--- config.mk ---
export PLATFORM = sky130hd
export DESIGN_NAME = red_offload_unit
export DESIGN_NICKNAME = d
export VERILOG_FILES = /design/src/source/red_pkg.sv /design/src/source/red_dispatch.sv /design/src/source/red_lane.sv /design/src/source/red_collect.sv /design/src/source/red_offload_unit.sv
export SDC_FILE = /design/constraint.sdc
export NUM_CORES = 2
export LEC_CHECK = 0
export ABC_CLOCK_PERIOD_IN_PS = 15900
export BUFFER_PORTS_ARGS = -buffer_cell sky130_fd_sc_hd__buf_2
export CORE_ASPECT_RATIO = 1.5
export CORE_UTILIZATION = 35
export CTS_CLUSTER_DIAMETER = 30
export CTS_CLUSTER_SIZE = 10
export DETAILED_ROUTE_END_ITERATION = 10
export PLACE_DENSITY = 0.61
export SKIP_LAST_GASP = 1
export SYNTH_ARGS = -nofsm -noshare
export SYNTH_HDL_FRONTEND = slang
export SYNTH_SLANG_ARGS = --single-unit
--- constraint.sdc ---
create_clock -name clk_i -period 15.9 [get_ports clk_i]
set_input_delay 1.59 -clock clk_i [delete_from_list [all_inputs] [get_ports clk_i]]
set_output_delay 1.59 -clock clk_i [all_outputs]
set_load 0.03 [all_outputs]
--- src/source/red_pkg.sv ---
////////////////////
// Shared widths, opcodes and payload structs for the narrow offload
// reduction unit. Modules refer to them by scoped name.
////////////////////

package red_pkg;

  ////////////////////
  // Widths
  ////////////////////

  // Narrow operand width
  localparam int unsigned DataWidth = 32;

  // Parallel reduction lanes, rotated by dispatcher and collector
  localparam int unsigned NumLanes = 4;

  // Lane pointer width, must cover NumLanes
  localparam int unsigned LaneIdxWidth = 2;

  ////////////////////
  // Operation codes
  ////////////////////

  // Reduction operation as seen on the request port
  // Codes 4 to 7 are unknown and reduce to zero
  typedef enum logic [2:0] {
    OP_ADD = 3'd0,
    OP_MUL = 3'd1,
    OP_MAX = 3'd2,
    OP_MIN = 3'd3
  } reduction_op_e;

  // Lane internal opcode after decode
  typedef enum logic [1:0] {
    ALU_NONE   = 2'd0,
    ALU_ADD    = 2'd1,
    ALU_MUL    = 2'd2,
    ALU_MINMAX = 2'd3
  } alu_op_e;

  ////////////////////
  // Payloads
  ////////////////////

  typedef logic [DataWidth-1:0] data_t;

  // Request beat
  typedef struct packed {
    reduction_op_e op;
    data_t         operand_a;
    data_t         operand_b;
  } red_req_t;

  // Response beat
  typedef struct packed {
    data_t result;
  } red_rsp_t;

endpackage

--- src/source/red_dispatch.sv ---
////////////////////
// Request dispatcher. Steers each accepted request to the lane whose
// turn it is, so lanes fill in strict rotation.
////////////////////

module red_dispatch (
  input  logic                               clk_i,
  input  logic                               rst_i,
  // Request port
  input  red_pkg::red_req_t                  req_i,
  input  logic                               req_valid_i,
  output logic                               req_ready_o,
  // Lane side
  output red_pkg::red_req_t                  lane_req_o,
  output logic [red_pkg::NumLanes-1:0]       lane_valid_o,
  input  logic [red_pkg::NumLanes-1:0]       lane_ready_i
);

  localparam logic [red_pkg::LaneIdxWidth-1:0] LastLane =
    red_pkg::LaneIdxWidth'(red_pkg::NumLanes - 1);

  logic [red_pkg::LaneIdxWidth-1:0] turn_q;
  logic                             req_fire;

  ////////////////////
  // Lane steering
  ////////////////////

  // Payload goes to every lane, only one sees valid
  assign lane_req_o = req_i;

  always_comb begin
    lane_valid_o = '0;
    for (int unsigned i = 0; i < red_pkg::NumLanes; i++) begin
      if (turn_q == red_pkg::LaneIdxWidth'(i)) begin
        lane_valid_o[i] = req_valid_i;
      end
    end
  end

  // Ready comes from the current lane only
  assign req_ready_o = lane_ready_i[turn_q];

  assign req_fire = req_valid_i && req_ready_o;

  ////////////////////
  // Turn pointer
  ////////////////////

  always_ff @(posedge clk_i) begin
    if (rst_i) begin
      turn_q <= '0;
    end else if (req_fire) begin
      if (turn_q == LastLane) begin
        turn_q <= '0;
      end else begin
        turn_q <= turn_q + 1'b1;
      end
    end
  end

endmodule

--- src/source/red_lane.sv ---
////////////////////
// One reduction lane. Decodes the operation, computes the narrow
// result and holds it in a one-entry output register.
// Latency from request transfer to response valid is one cycle.
////////////////////

module red_lane (
  input  logic              clk_i,
  input  logic              rst_i,
  // Request from dispatcher
  input  red_pkg::red_req_t req_i,
  input  logic              req_valid_i,
  output logic              req_ready_o,
  // Response to collector
  output red_pkg::red_rsp_t rsp_o,
  output logic              rsp_valid_o,
  input  logic              rsp_ready_i
);

  red_pkg::alu_op_e          alu_op;
  logic                      sel_max;
  red_pkg::data_t [2:0]      operands;
  logic                      a_gt_b;
  red_pkg::data_t            product;
  red_pkg::data_t            result;

  ////////////////////
  // Operation decode
  ////////////////////

  always_comb begin
    alu_op   = red_pkg::ALU_NONE;
    sel_max  = 1'b0;
    operands = '0;
    case (req_i.op)
      red_pkg::OP_ADD: begin
        // Zero in slot 0, addends in slots 1 and 2
        alu_op      = red_pkg::ALU_ADD;
        operands[0] = '0;
        operands[1] = req_i.operand_a;
        operands[2] = req_i.operand_b;
      end
      red_pkg::OP_MUL: begin
        alu_op      = red_pkg::ALU_MUL;
        operands[0] = req_i.operand_a;
        operands[1] = req_i.operand_b;
      end
      red_pkg::OP_MAX: begin
        alu_op      = red_pkg::ALU_MINMAX;
        sel_max     = 1'b1;
        operands[0] = req_i.operand_a;
        operands[1] = req_i.operand_b;
      end
      red_pkg::OP_MIN: begin
        alu_op      = red_pkg::ALU_MINMAX;
        sel_max     = 1'b0;
        operands[0] = req_i.operand_a;
        operands[1] = req_i.operand_b;
      end
      default: begin
        // Unknown code, zero operands
        alu_op   = red_pkg::ALU_NONE;
        operands = '0;
      end
    endcase
  end

  ////////////////////
  // Compute
  ////////////////////

  assign a_gt_b = $signed(operands[0]) > $signed(operands[1]);

  // Low word of the product only
  assign product = operands[0] * operands[1];

  always_comb begin
    case (alu_op)
      red_pkg::ALU_ADD:    result = operands[1] + operands[2];
      red_pkg::ALU_MUL:    result = product;
      // Max keeps a when a > b, min keeps a otherwise
      red_pkg::ALU_MINMAX: result = (sel_max == a_gt_b) ? operands[0] : operands[1];
      default:             result = '0;
    endcase
  end

  ////////////////////
  // Output register
  ////////////////////

  // Free when empty or drained this cycle
  assign req_ready_o = !rsp_valid_o || rsp_ready_i;

  always_ff @(posedge clk_i) begin
    if (rst_i) begin
      rsp_valid_o <= 1'b0;
    end else if (req_valid_i && req_ready_o) begin
      rsp_valid_o <= 1'b1;
    end else if (rsp_ready_i) begin
      rsp_valid_o <= 1'b0;
    end
  end

  always_ff @(posedge clk_i) begin
    if (req_valid_i && req_ready_o) begin
      rsp_o.result <= result;
    end
  end

endmodule

--- src/source/red_collect.sv ---
////////////////////
// Response collector. Drains the lanes in the same rotation the
// dispatcher fills them, so results leave in request order.
////////////////////

module red_collect (
  input  logic                                        clk_i,
  input  logic                                        rst_i,
  // Lane side
  input  red_pkg::red_rsp_t [red_pkg::NumLanes-1:0]   lane_rsp_i,
  input  logic              [red_pkg::NumLanes-1:0]   lane_rsp_valid_i,
  output logic              [red_pkg::NumLanes-1:0]   lane_rsp_ready_o,
  // Response port
  output red_pkg::red_rsp_t                           rsp_o,
  output logic                                        rsp_valid_o,
  input  logic                                        rsp_ready_i
);

  localparam logic [red_pkg::LaneIdxWidth-1:0] LastLane =
    red_pkg::LaneIdxWidth'(red_pkg::NumLanes - 1);

  logic [red_pkg::LaneIdxWidth-1:0] turn_q;
  logic                             rsp_fire;

  ////////////////////
  // Lane select
  ////////////////////

  assign rsp_o       = lane_rsp_i[turn_q];
  assign rsp_valid_o = lane_rsp_valid_i[turn_q];

  // Ready granted to the current lane only
  always_comb begin
    lane_rsp_ready_o = '0;
    for (int unsigned i = 0; i < red_pkg::NumLanes; i++) begin
      if (turn_q == red_pkg::LaneIdxWidth'(i)) begin
        lane_rsp_ready_o[i] = rsp_ready_i;
      end
    end
  end

  assign rsp_fire = rsp_valid_o && rsp_ready_i;

  ////////////////////
  // Turn pointer
  ////////////////////

  always_ff @(posedge clk_i) begin
    if (rst_i) begin
      turn_q <= '0;
    end else if (rsp_fire) begin
      if (turn_q == LastLane) begin
        turn_q <= '0;
      end else begin
        turn_q <= turn_q + 1'b1;
      end
    end
  end

endmodule

--- src/source/red_offload_unit.sv ---
////////////////////
// Narrow offload reduction unit, top level. Valid/ready on request and
// response ports, NumLanes lanes in flight, results in request order.
////////////////////

module red_offload_unit (
  input  logic              clk_i,
  input  logic              rst_i,
  // Request port
  input  red_pkg::red_req_t req_i,
  input  logic              req_valid_i,
  output logic              req_ready_o,
  // Response port
  output red_pkg::red_rsp_t rsp_o,
  output logic              rsp_valid_o,
  input  logic              rsp_ready_i
);

  // Dispatcher to lanes
  red_pkg::red_req_t                        lane_req;
  logic              [red_pkg::NumLanes-1:0] lane_valid;
  logic              [red_pkg::NumLanes-1:0] lane_ready;

  // Lanes to collector
  red_pkg::red_rsp_t [red_pkg::NumLanes-1:0] lane_rsp;
  logic              [red_pkg::NumLanes-1:0] lane_rsp_valid;
  logic              [red_pkg::NumLanes-1:0] lane_rsp_ready;

  ////////////////////
  // Dispatcher
  ////////////////////

  red_dispatch u_dispatch (
    .clk_i        (clk_i),
    .rst_i        (rst_i),
    .req_i        (req_i),
    .req_valid_i  (req_valid_i),
    .req_ready_o  (req_ready_o),
    .lane_req_o   (lane_req),
    .lane_valid_o (lane_valid),
    .lane_ready_i (lane_ready)
  );

  ////////////////////
  // Lanes
  ////////////////////

  for (genvar i = 0; i < red_pkg::NumLanes; i++) begin : gen_lanes
    red_lane u_lane (
      .clk_i       (clk_i),
      .rst_i       (rst_i),
      .req_i       (lane_req),
      .req_valid_i (lane_valid[i]),
      .req_ready_o (lane_ready[i]),
      .rsp_o       (lane_rsp[i]),
      .rsp_valid_o (lane_rsp_valid[i]),
      .rsp_ready_i (lane_rsp_ready[i])
    );
  end

  ////////////////////
  // Collector
  ////////////////////

  red_collect u_collect (
    .clk_i            (clk_i),
    .rst_i            (rst_i),
    .lane_rsp_i       (lane_rsp),
    .lane_rsp_valid_i (lane_rsp_valid),
    .lane_rsp_ready_o (lane_rsp_ready),
    .rsp_o            (rsp_o),
    .rsp_valid_o      (rsp_valid_o),
    .rsp_ready_i      (rsp_ready_i)
  );

endmodule

# After elaboration in Yosys (flattened, before gate mapping)
# Index checks and enable logic that the tools add are counted.
[word_totals]
register_bits = 136
in_bits = 71
out_inout_bits = 34
elab_cells = 83
[op_classes]
n_reduce_logical = 23
n_mul = 1
n_addsub = 3
n_mux = 30
n_eq_ne = 13
magnitude_cmp = 3
[op_table]
columns = ["operator", "n"]
rows = [
  ["$pmux W64 S2", 1],
  ["$mux W32", 3],
  ["$pmux W32 S3", 1],
  ["$bmux W32 S2", 1],
  ["$add A32 B32 Y32", 1],
  ["$gt A32 B32 Y1", 1],
  ["$mul A32 B32 Y32", 1],
  ["$mux W1", 19],
  ["$eq A2 B2 Y1 const B", 6],
  ["$reduce_bool A2 Y1", 4],
  ["$eq A2 B1 Y1 const B", 3],
  ["$eq A3 B2 Y1 const B", 2],
  ["$logic_and A1 B1 Y1", 6],
  ["$lt A2 B3 Y1 const B", 2],
  ["$pmux W2 S3", 1],
  ["$add A2 B1 Y2 const B", 2],
  ["$bmux W1 S2", 2],
  ["$logic_not A1 Y1", 4],
  ["$logic_not A2 Y1", 2],
  ["$logic_or A1 B1 Y1", 4],
  ["$mux W2", 2],
  ["$eq A3 B1 Y1 const B", 1],
  ["$logic_not A3 Y1", 1],
  ["$reduce_or A3 Y1", 1],
  ["2 further kinds", 2],
]

# Logic depth before layout (Yosys ltp)
[depth]
depth_word = 7
depth_mapped = 33
depth_no_buf = 29

# By module
# From an unflattened synthesis, not the netlist that was laid out.
[hier_totals]
cells_unflattened = 9644
area_unflattened_um2 = 82696.8
[modules_own_cells]
columns = ["mod", "n_inst", "seq_area_each_um2", "area_per_inst_um2", "cells_each"]
rows = [
  ["red_lane at gen_lanes[1].u_lane ...", 2, 980.9, 20264.4, 2372],
  ["red_lane at gen_lanes[0].u_lane", 1, 980.9, 20270.7, 2411],
  ["red_lane at gen_lanes[3].u_lane", 1, 980.9, 20204.4, 2340],
  ["red_collect", 1, 40.0, 977.2, 61],
  ["red_dispatch", 1, 40.0, 715.7, 88],
]

# Worst setup path after synthesis
# OpenSTA, ideal clock, no wires.
[synth_timing]
path_kind = "input port to flip-flop"
start = "input port req_i[66] (netlist name)"
end = "register gen_lanes[0].u_lane.rsp_o[31] (netlist name), data pin"
t_arrival_ps = 9509
stages = 30
path_slack_ps = 6100
setup_time_ps = 291
n_path_buf = 3
t_required_ps = 15609
path_cell_list = "clkbuf_1 nor3_1 clkbuf_1 a22o_1 inv_1 clkbuf_1 nor2_1 fa_1 fa_1 fa_1 inv_1 fa_1 inv_1 fa_1 inv_1 fa_1 inv_1 fa_1 fa_1 ha_1 a21oi_1 o21ai_0 or4_1 o2111ai_1 a21oi_1 a211oi_1 a21oi_1 xnor2_1 o32a_1 o21ai_0"
[synth_between]
elab_chain_cells = 7
word_cells_on_any_way = 19
cone_classes = "1 x add/sub; 1 x mul; 1 x order compare; 7 x eq/ne; 6 x mux; 3 x reduce/logical"
[synth_rtl]
columns = ["item", "line_no", "text"]
rows = [
  ["start: declaration", "red_offload_unit.sv:10", "input red_pkg::red_req_t req_i,"],
  ["branches (longest 6 deep; another with $mul A32 B32 Y32)", "-", ""],
  ["$pmux W32 S3 *", "red_lane.sv:78", "case (alu_op)"],
  ["via gen_lanes[0].u_lane.result[31]", "red_lane.sv:25", "red_pkg::data_t result;"],
  ["end: declaration", "red_lane.sv:15", "output red_pkg::red_rsp_t rsp_o,"],
]
# Mark *: on every way through the listed nets, which the timed path passes.
# A chain may end at the register's enable or synchronous reset.

# Final worst setup path
[layout_timing]
start = "input port req_i[64] (netlist name)"
end = "register gen_lanes[3].u_lane.rsp_o[31] (netlist name), data pin"
[layout_between]
elab_chain_cells = 7
word_cells_on_any_way = 19
cone_classes = "1 x add/sub; 1 x mul; 1 x order compare; 7 x eq/ne; 6 x mux; 3 x reduce/logical"
[layout_rtl]
columns = ["item", "line_no"]
rows = [
  ["branches (longest 6 deep; another with $mul A32 B32 Y32)", "-"],
  ["$pmux W32 S3 *", "-"],
  ["via gen_lanes[0].u_lane.result[31]", "red_lane.sv:25"],
  ["end: declaration", "red_lane.sv:15"],
]
# Marks and branches as above.

==> impl_results.md <==
- Outcome: finished clean
- # Post-CTS Setup Buffers: 0
- PortBufs: ~100
- Hold Vio Cnt, Final: 0
- Post-Synthesis Cell Area: 24000 um2
- Post-synth ARST share: 0%
- CTS max path bufs: 2
- GRT Resource Usage Total: around 24%
- Power per cell area: around 86 nW/um2
- Layout cells sized above 1: 8.65%
- Reg2reg end: u_dispatch.turn_q[1]
- Synth area leader: fa_1
- DR vias: roughly 19000
- Syn-to-layout area delta: 9.17%
- Xor/xnor share of the synthesized area: under 10%
- CP max-delay cell: nand2_1
- Crit Path Category: input port to flop
- GR Overflow Total: 0
- Mux cell area share after synthesis: between 3 and 4%
- Crit-path max FO: 66
- CTS root buf: clkbuf_16
- Final Cell Area: roughly 26000 um2
- Worst Setup EP: gen_lanes[3].u_lane.rsp_o[31]
- Slowest cell delay on critical path: roughly 800 ps
- RSZ-0062 raised after global routing: no
- Setup TNS: 0 ps
- Synth warnings: 0
- Boundary pin count: around 110
- Clk slew on worst S/H paths: ~60 ps
- Synth area leaders: fa_1 (34%), edfxtp_1 (16%), ha_1 (11%), inv_1 (6.8%), nor2_1 (5.3%)
- Crit path arrival time: 11160 ps
- Final wirelength: about 83000 um
- Die X: about 220 um
- Final Skew: 11.7 ps
- Leak: roughly 12 nW
- Most common cell in the netlist: inv_1
- Pin count of the biggest net entering global routing: ~80
- Mean routed wirelength per cell: 23.6 um
- Vias in the first global route: slightly above 20000
- Clock tree sinks: 136
- Synth top cells by count: inv_1 (435), fa_1 (409), nor2_1 (338), nand2_1 (315), ha_1 (210)
- CP Launch Type: input port
- Placeable Area: 67800 um2
- Max Fclk: ~90 MHz
- R2R Path Start: u_collect.turn_q[1]
- R2R setup slack: between 10000 and 15000 ps
- CTS H-Tree Depth: 4
- Final Non-Filler Cells: ~3500
- CTS buffer count: 17
- Worst-margin pin slew: about 1100 ps
- Hold Crit Class: flop to flop
- Die H: ~320 um
- Compound-Gate Fraction of Synth Area: around 8.5%
- First-pass iteration count of the detailed router: 6
- Synth top area share: roughly a third
- Library cells used by synthesis: about 70
- Clk_lat worst skew: roughly 420 ps
- Worst R2R Path Depth: 8
- Mean Syn Cell Area: 9.46 um2
- Placed cell areas: roughly 26000 um2
- Minimum clock period: between 10000 and 15000 ps
- Residual DRC: 0
- Final GP Congestion: roughly 1
- 1st-iter DRT viols: between 1000 and 1500
- Drt via density: approximately 5.4
- Largest family of logic cells by synthesized area: adder cells
- Most frequent CP cell: fa_1
- Synthesized net count: around 3200
- Fillers: 6731
- Ant. Diodes: 0
- Peak supply drop: between 0.0001 and 0.00015 V
- Fin crit share: a little under 70%
- Antenna-violating nets left: 0
- # Max-Cap Violations: 0
- Cell count after synthesis: around 2500
- CP Launch Point: req_i[64]
- HPWL after DPL: 67200 um
- Initial Utilization: 35.4%
- Die area: between 60000 and 70000 um2
- Worst slew margin: 29.7%
- Synth Flop Type: edfxtp_1
- # resized after CTS: 0
- First-pass GRT wire length: 125000 um
- Cts hold-fix bufs: 0
- Placed Cells: 3473
- CP Data Required Time: 16000 ps
- Hold_sp: gen_lanes[0].u_lane.rsp_valid_o
- CTS tree: done
- Final Setup Violations: 0
- Seq/Total Area, Yosys: between 10% and 20%
- Nature of the critical path endpoint: flop
- Post-synthesis simple-gate area fraction: 13.4%
- FP Rows: roughly 120
- Yosys reg bits: ~140
- EDFF count, synth: roughly 130
- Final nets: roughly 3300
- Final Max Tran Viols: 0
- Initial antenna violation count: 2
- Adder-Cell Fraction of Synth Area: between 40% and 50%
cells by family after synthesis:
family                     count (synthesis)
DFF                                      136
AOI/OAI and AO/OA                        301
buffers and inverters                    551
and+or+nand+nor                          777
adders and majority gates                619
xor gates and xnor gates                 108
muxes                                     43
registers in the layout (all words and copies together), names as in the netlist:
register and flops:
gen_lanes.u_lane.rsp_o 128, gen_lanes.u_lane.rsp_valid_o 4, u_collect.turn_q 2, u_dispatch.turn_q 2
worst max-delay path: cells and delay by family:
kind | cells | cell delay, ps
XOR/XNOR | 1 | 190
AO/OA/AOI/OAI | 9 | 2120
AND/OR/NAND/NOR | 2 | 1330
adder cells (fa/ha/maj) | 10 | 4300
buffers and inverters | 9 | 1550
final cells by class:
class,instances,area [um2],share of cell area (%)
Clock buffer,18,429,1.64
Clock inverter,14,163,0.622
Inverter,458,1720,6.57
Multi-Input combinational cell,1848,18000,68.6
Sequential cell,136,4010,15.3
Tap cell,892,1120,4.26
Timing Repair Buffer,139,783,2.99
layer usage:
layer,global-route usage (%),share of wire (%)
met5,0,0.013
met2,43.1,50
met1,26.9,35
met3,3.19,6.7
met4,18.0,8.5
report_power, final:
| group | switching, mW | internal (mW) |
|---|---|---|
| sequential | 0.00705 | 0.439 |
| clock | 0.150 | 0.234 |
| combinational | 0.888 | 0.521 |
placed cells by master (no fill, tap or decap), types with 17 or more instances in the layout:
| cell type | n |
|---|---|
| o21ai_0 | 73 |
| a22o_1 | 17 |
| clkbuf_16 | 17 |
| inv_1 | 435 |
| buf_4 | 35 |
| a22oi_1 | 29 |
| nor3_1 | 17 |
| a21o_1 | 27 |
| ha_1 | 210 |
| fa_1 | 409 |
| xor2_1 | 27 |
| xnor2_1 | 79 |
| and2_1 | 41 |
| nor2_1 | 338 |
| a21oi_1 | 57 |
| clkinv_1 | 21 |
| mux4_2 | 34 |
| nand2_1 | 315 |
| buf_2 | 104 |
| edfxtp_1 | 128 |
worst min-delay path by stage:
stage	cells after the start	slack, ps	endpoint
2_1_floorplan	2	460	gen_lanes[3].u_lane.rsp_valid_o
3_3_place_gp	2	510	u_dispatch.turn_q[0]
3_5_place_dp	2	520	u_dispatch.turn_q[0]
4_1_cts	2	530	u_dispatch.turn_q[0]
5_1_grt	2	570	gen_lanes[0].u_lane.rsp_valid_o
6_report	2	530	gen_lanes[0].u_lane.rsp_valid_o
metrics by stage:
stage,hold slack [ps],power [mW],util [%],worst slack (ps)
after floorplan,459,1.35,-,6100
after global placement,512,1.83,37.7,4700
after detailed placement,524,1.84,37.7,4570
after CTS,535,2.23,38.6,5000
after global routing,565,2.37,38.6,4500
final,534,2.24,38.6,4840
Power figures use the tool's default switching activity.
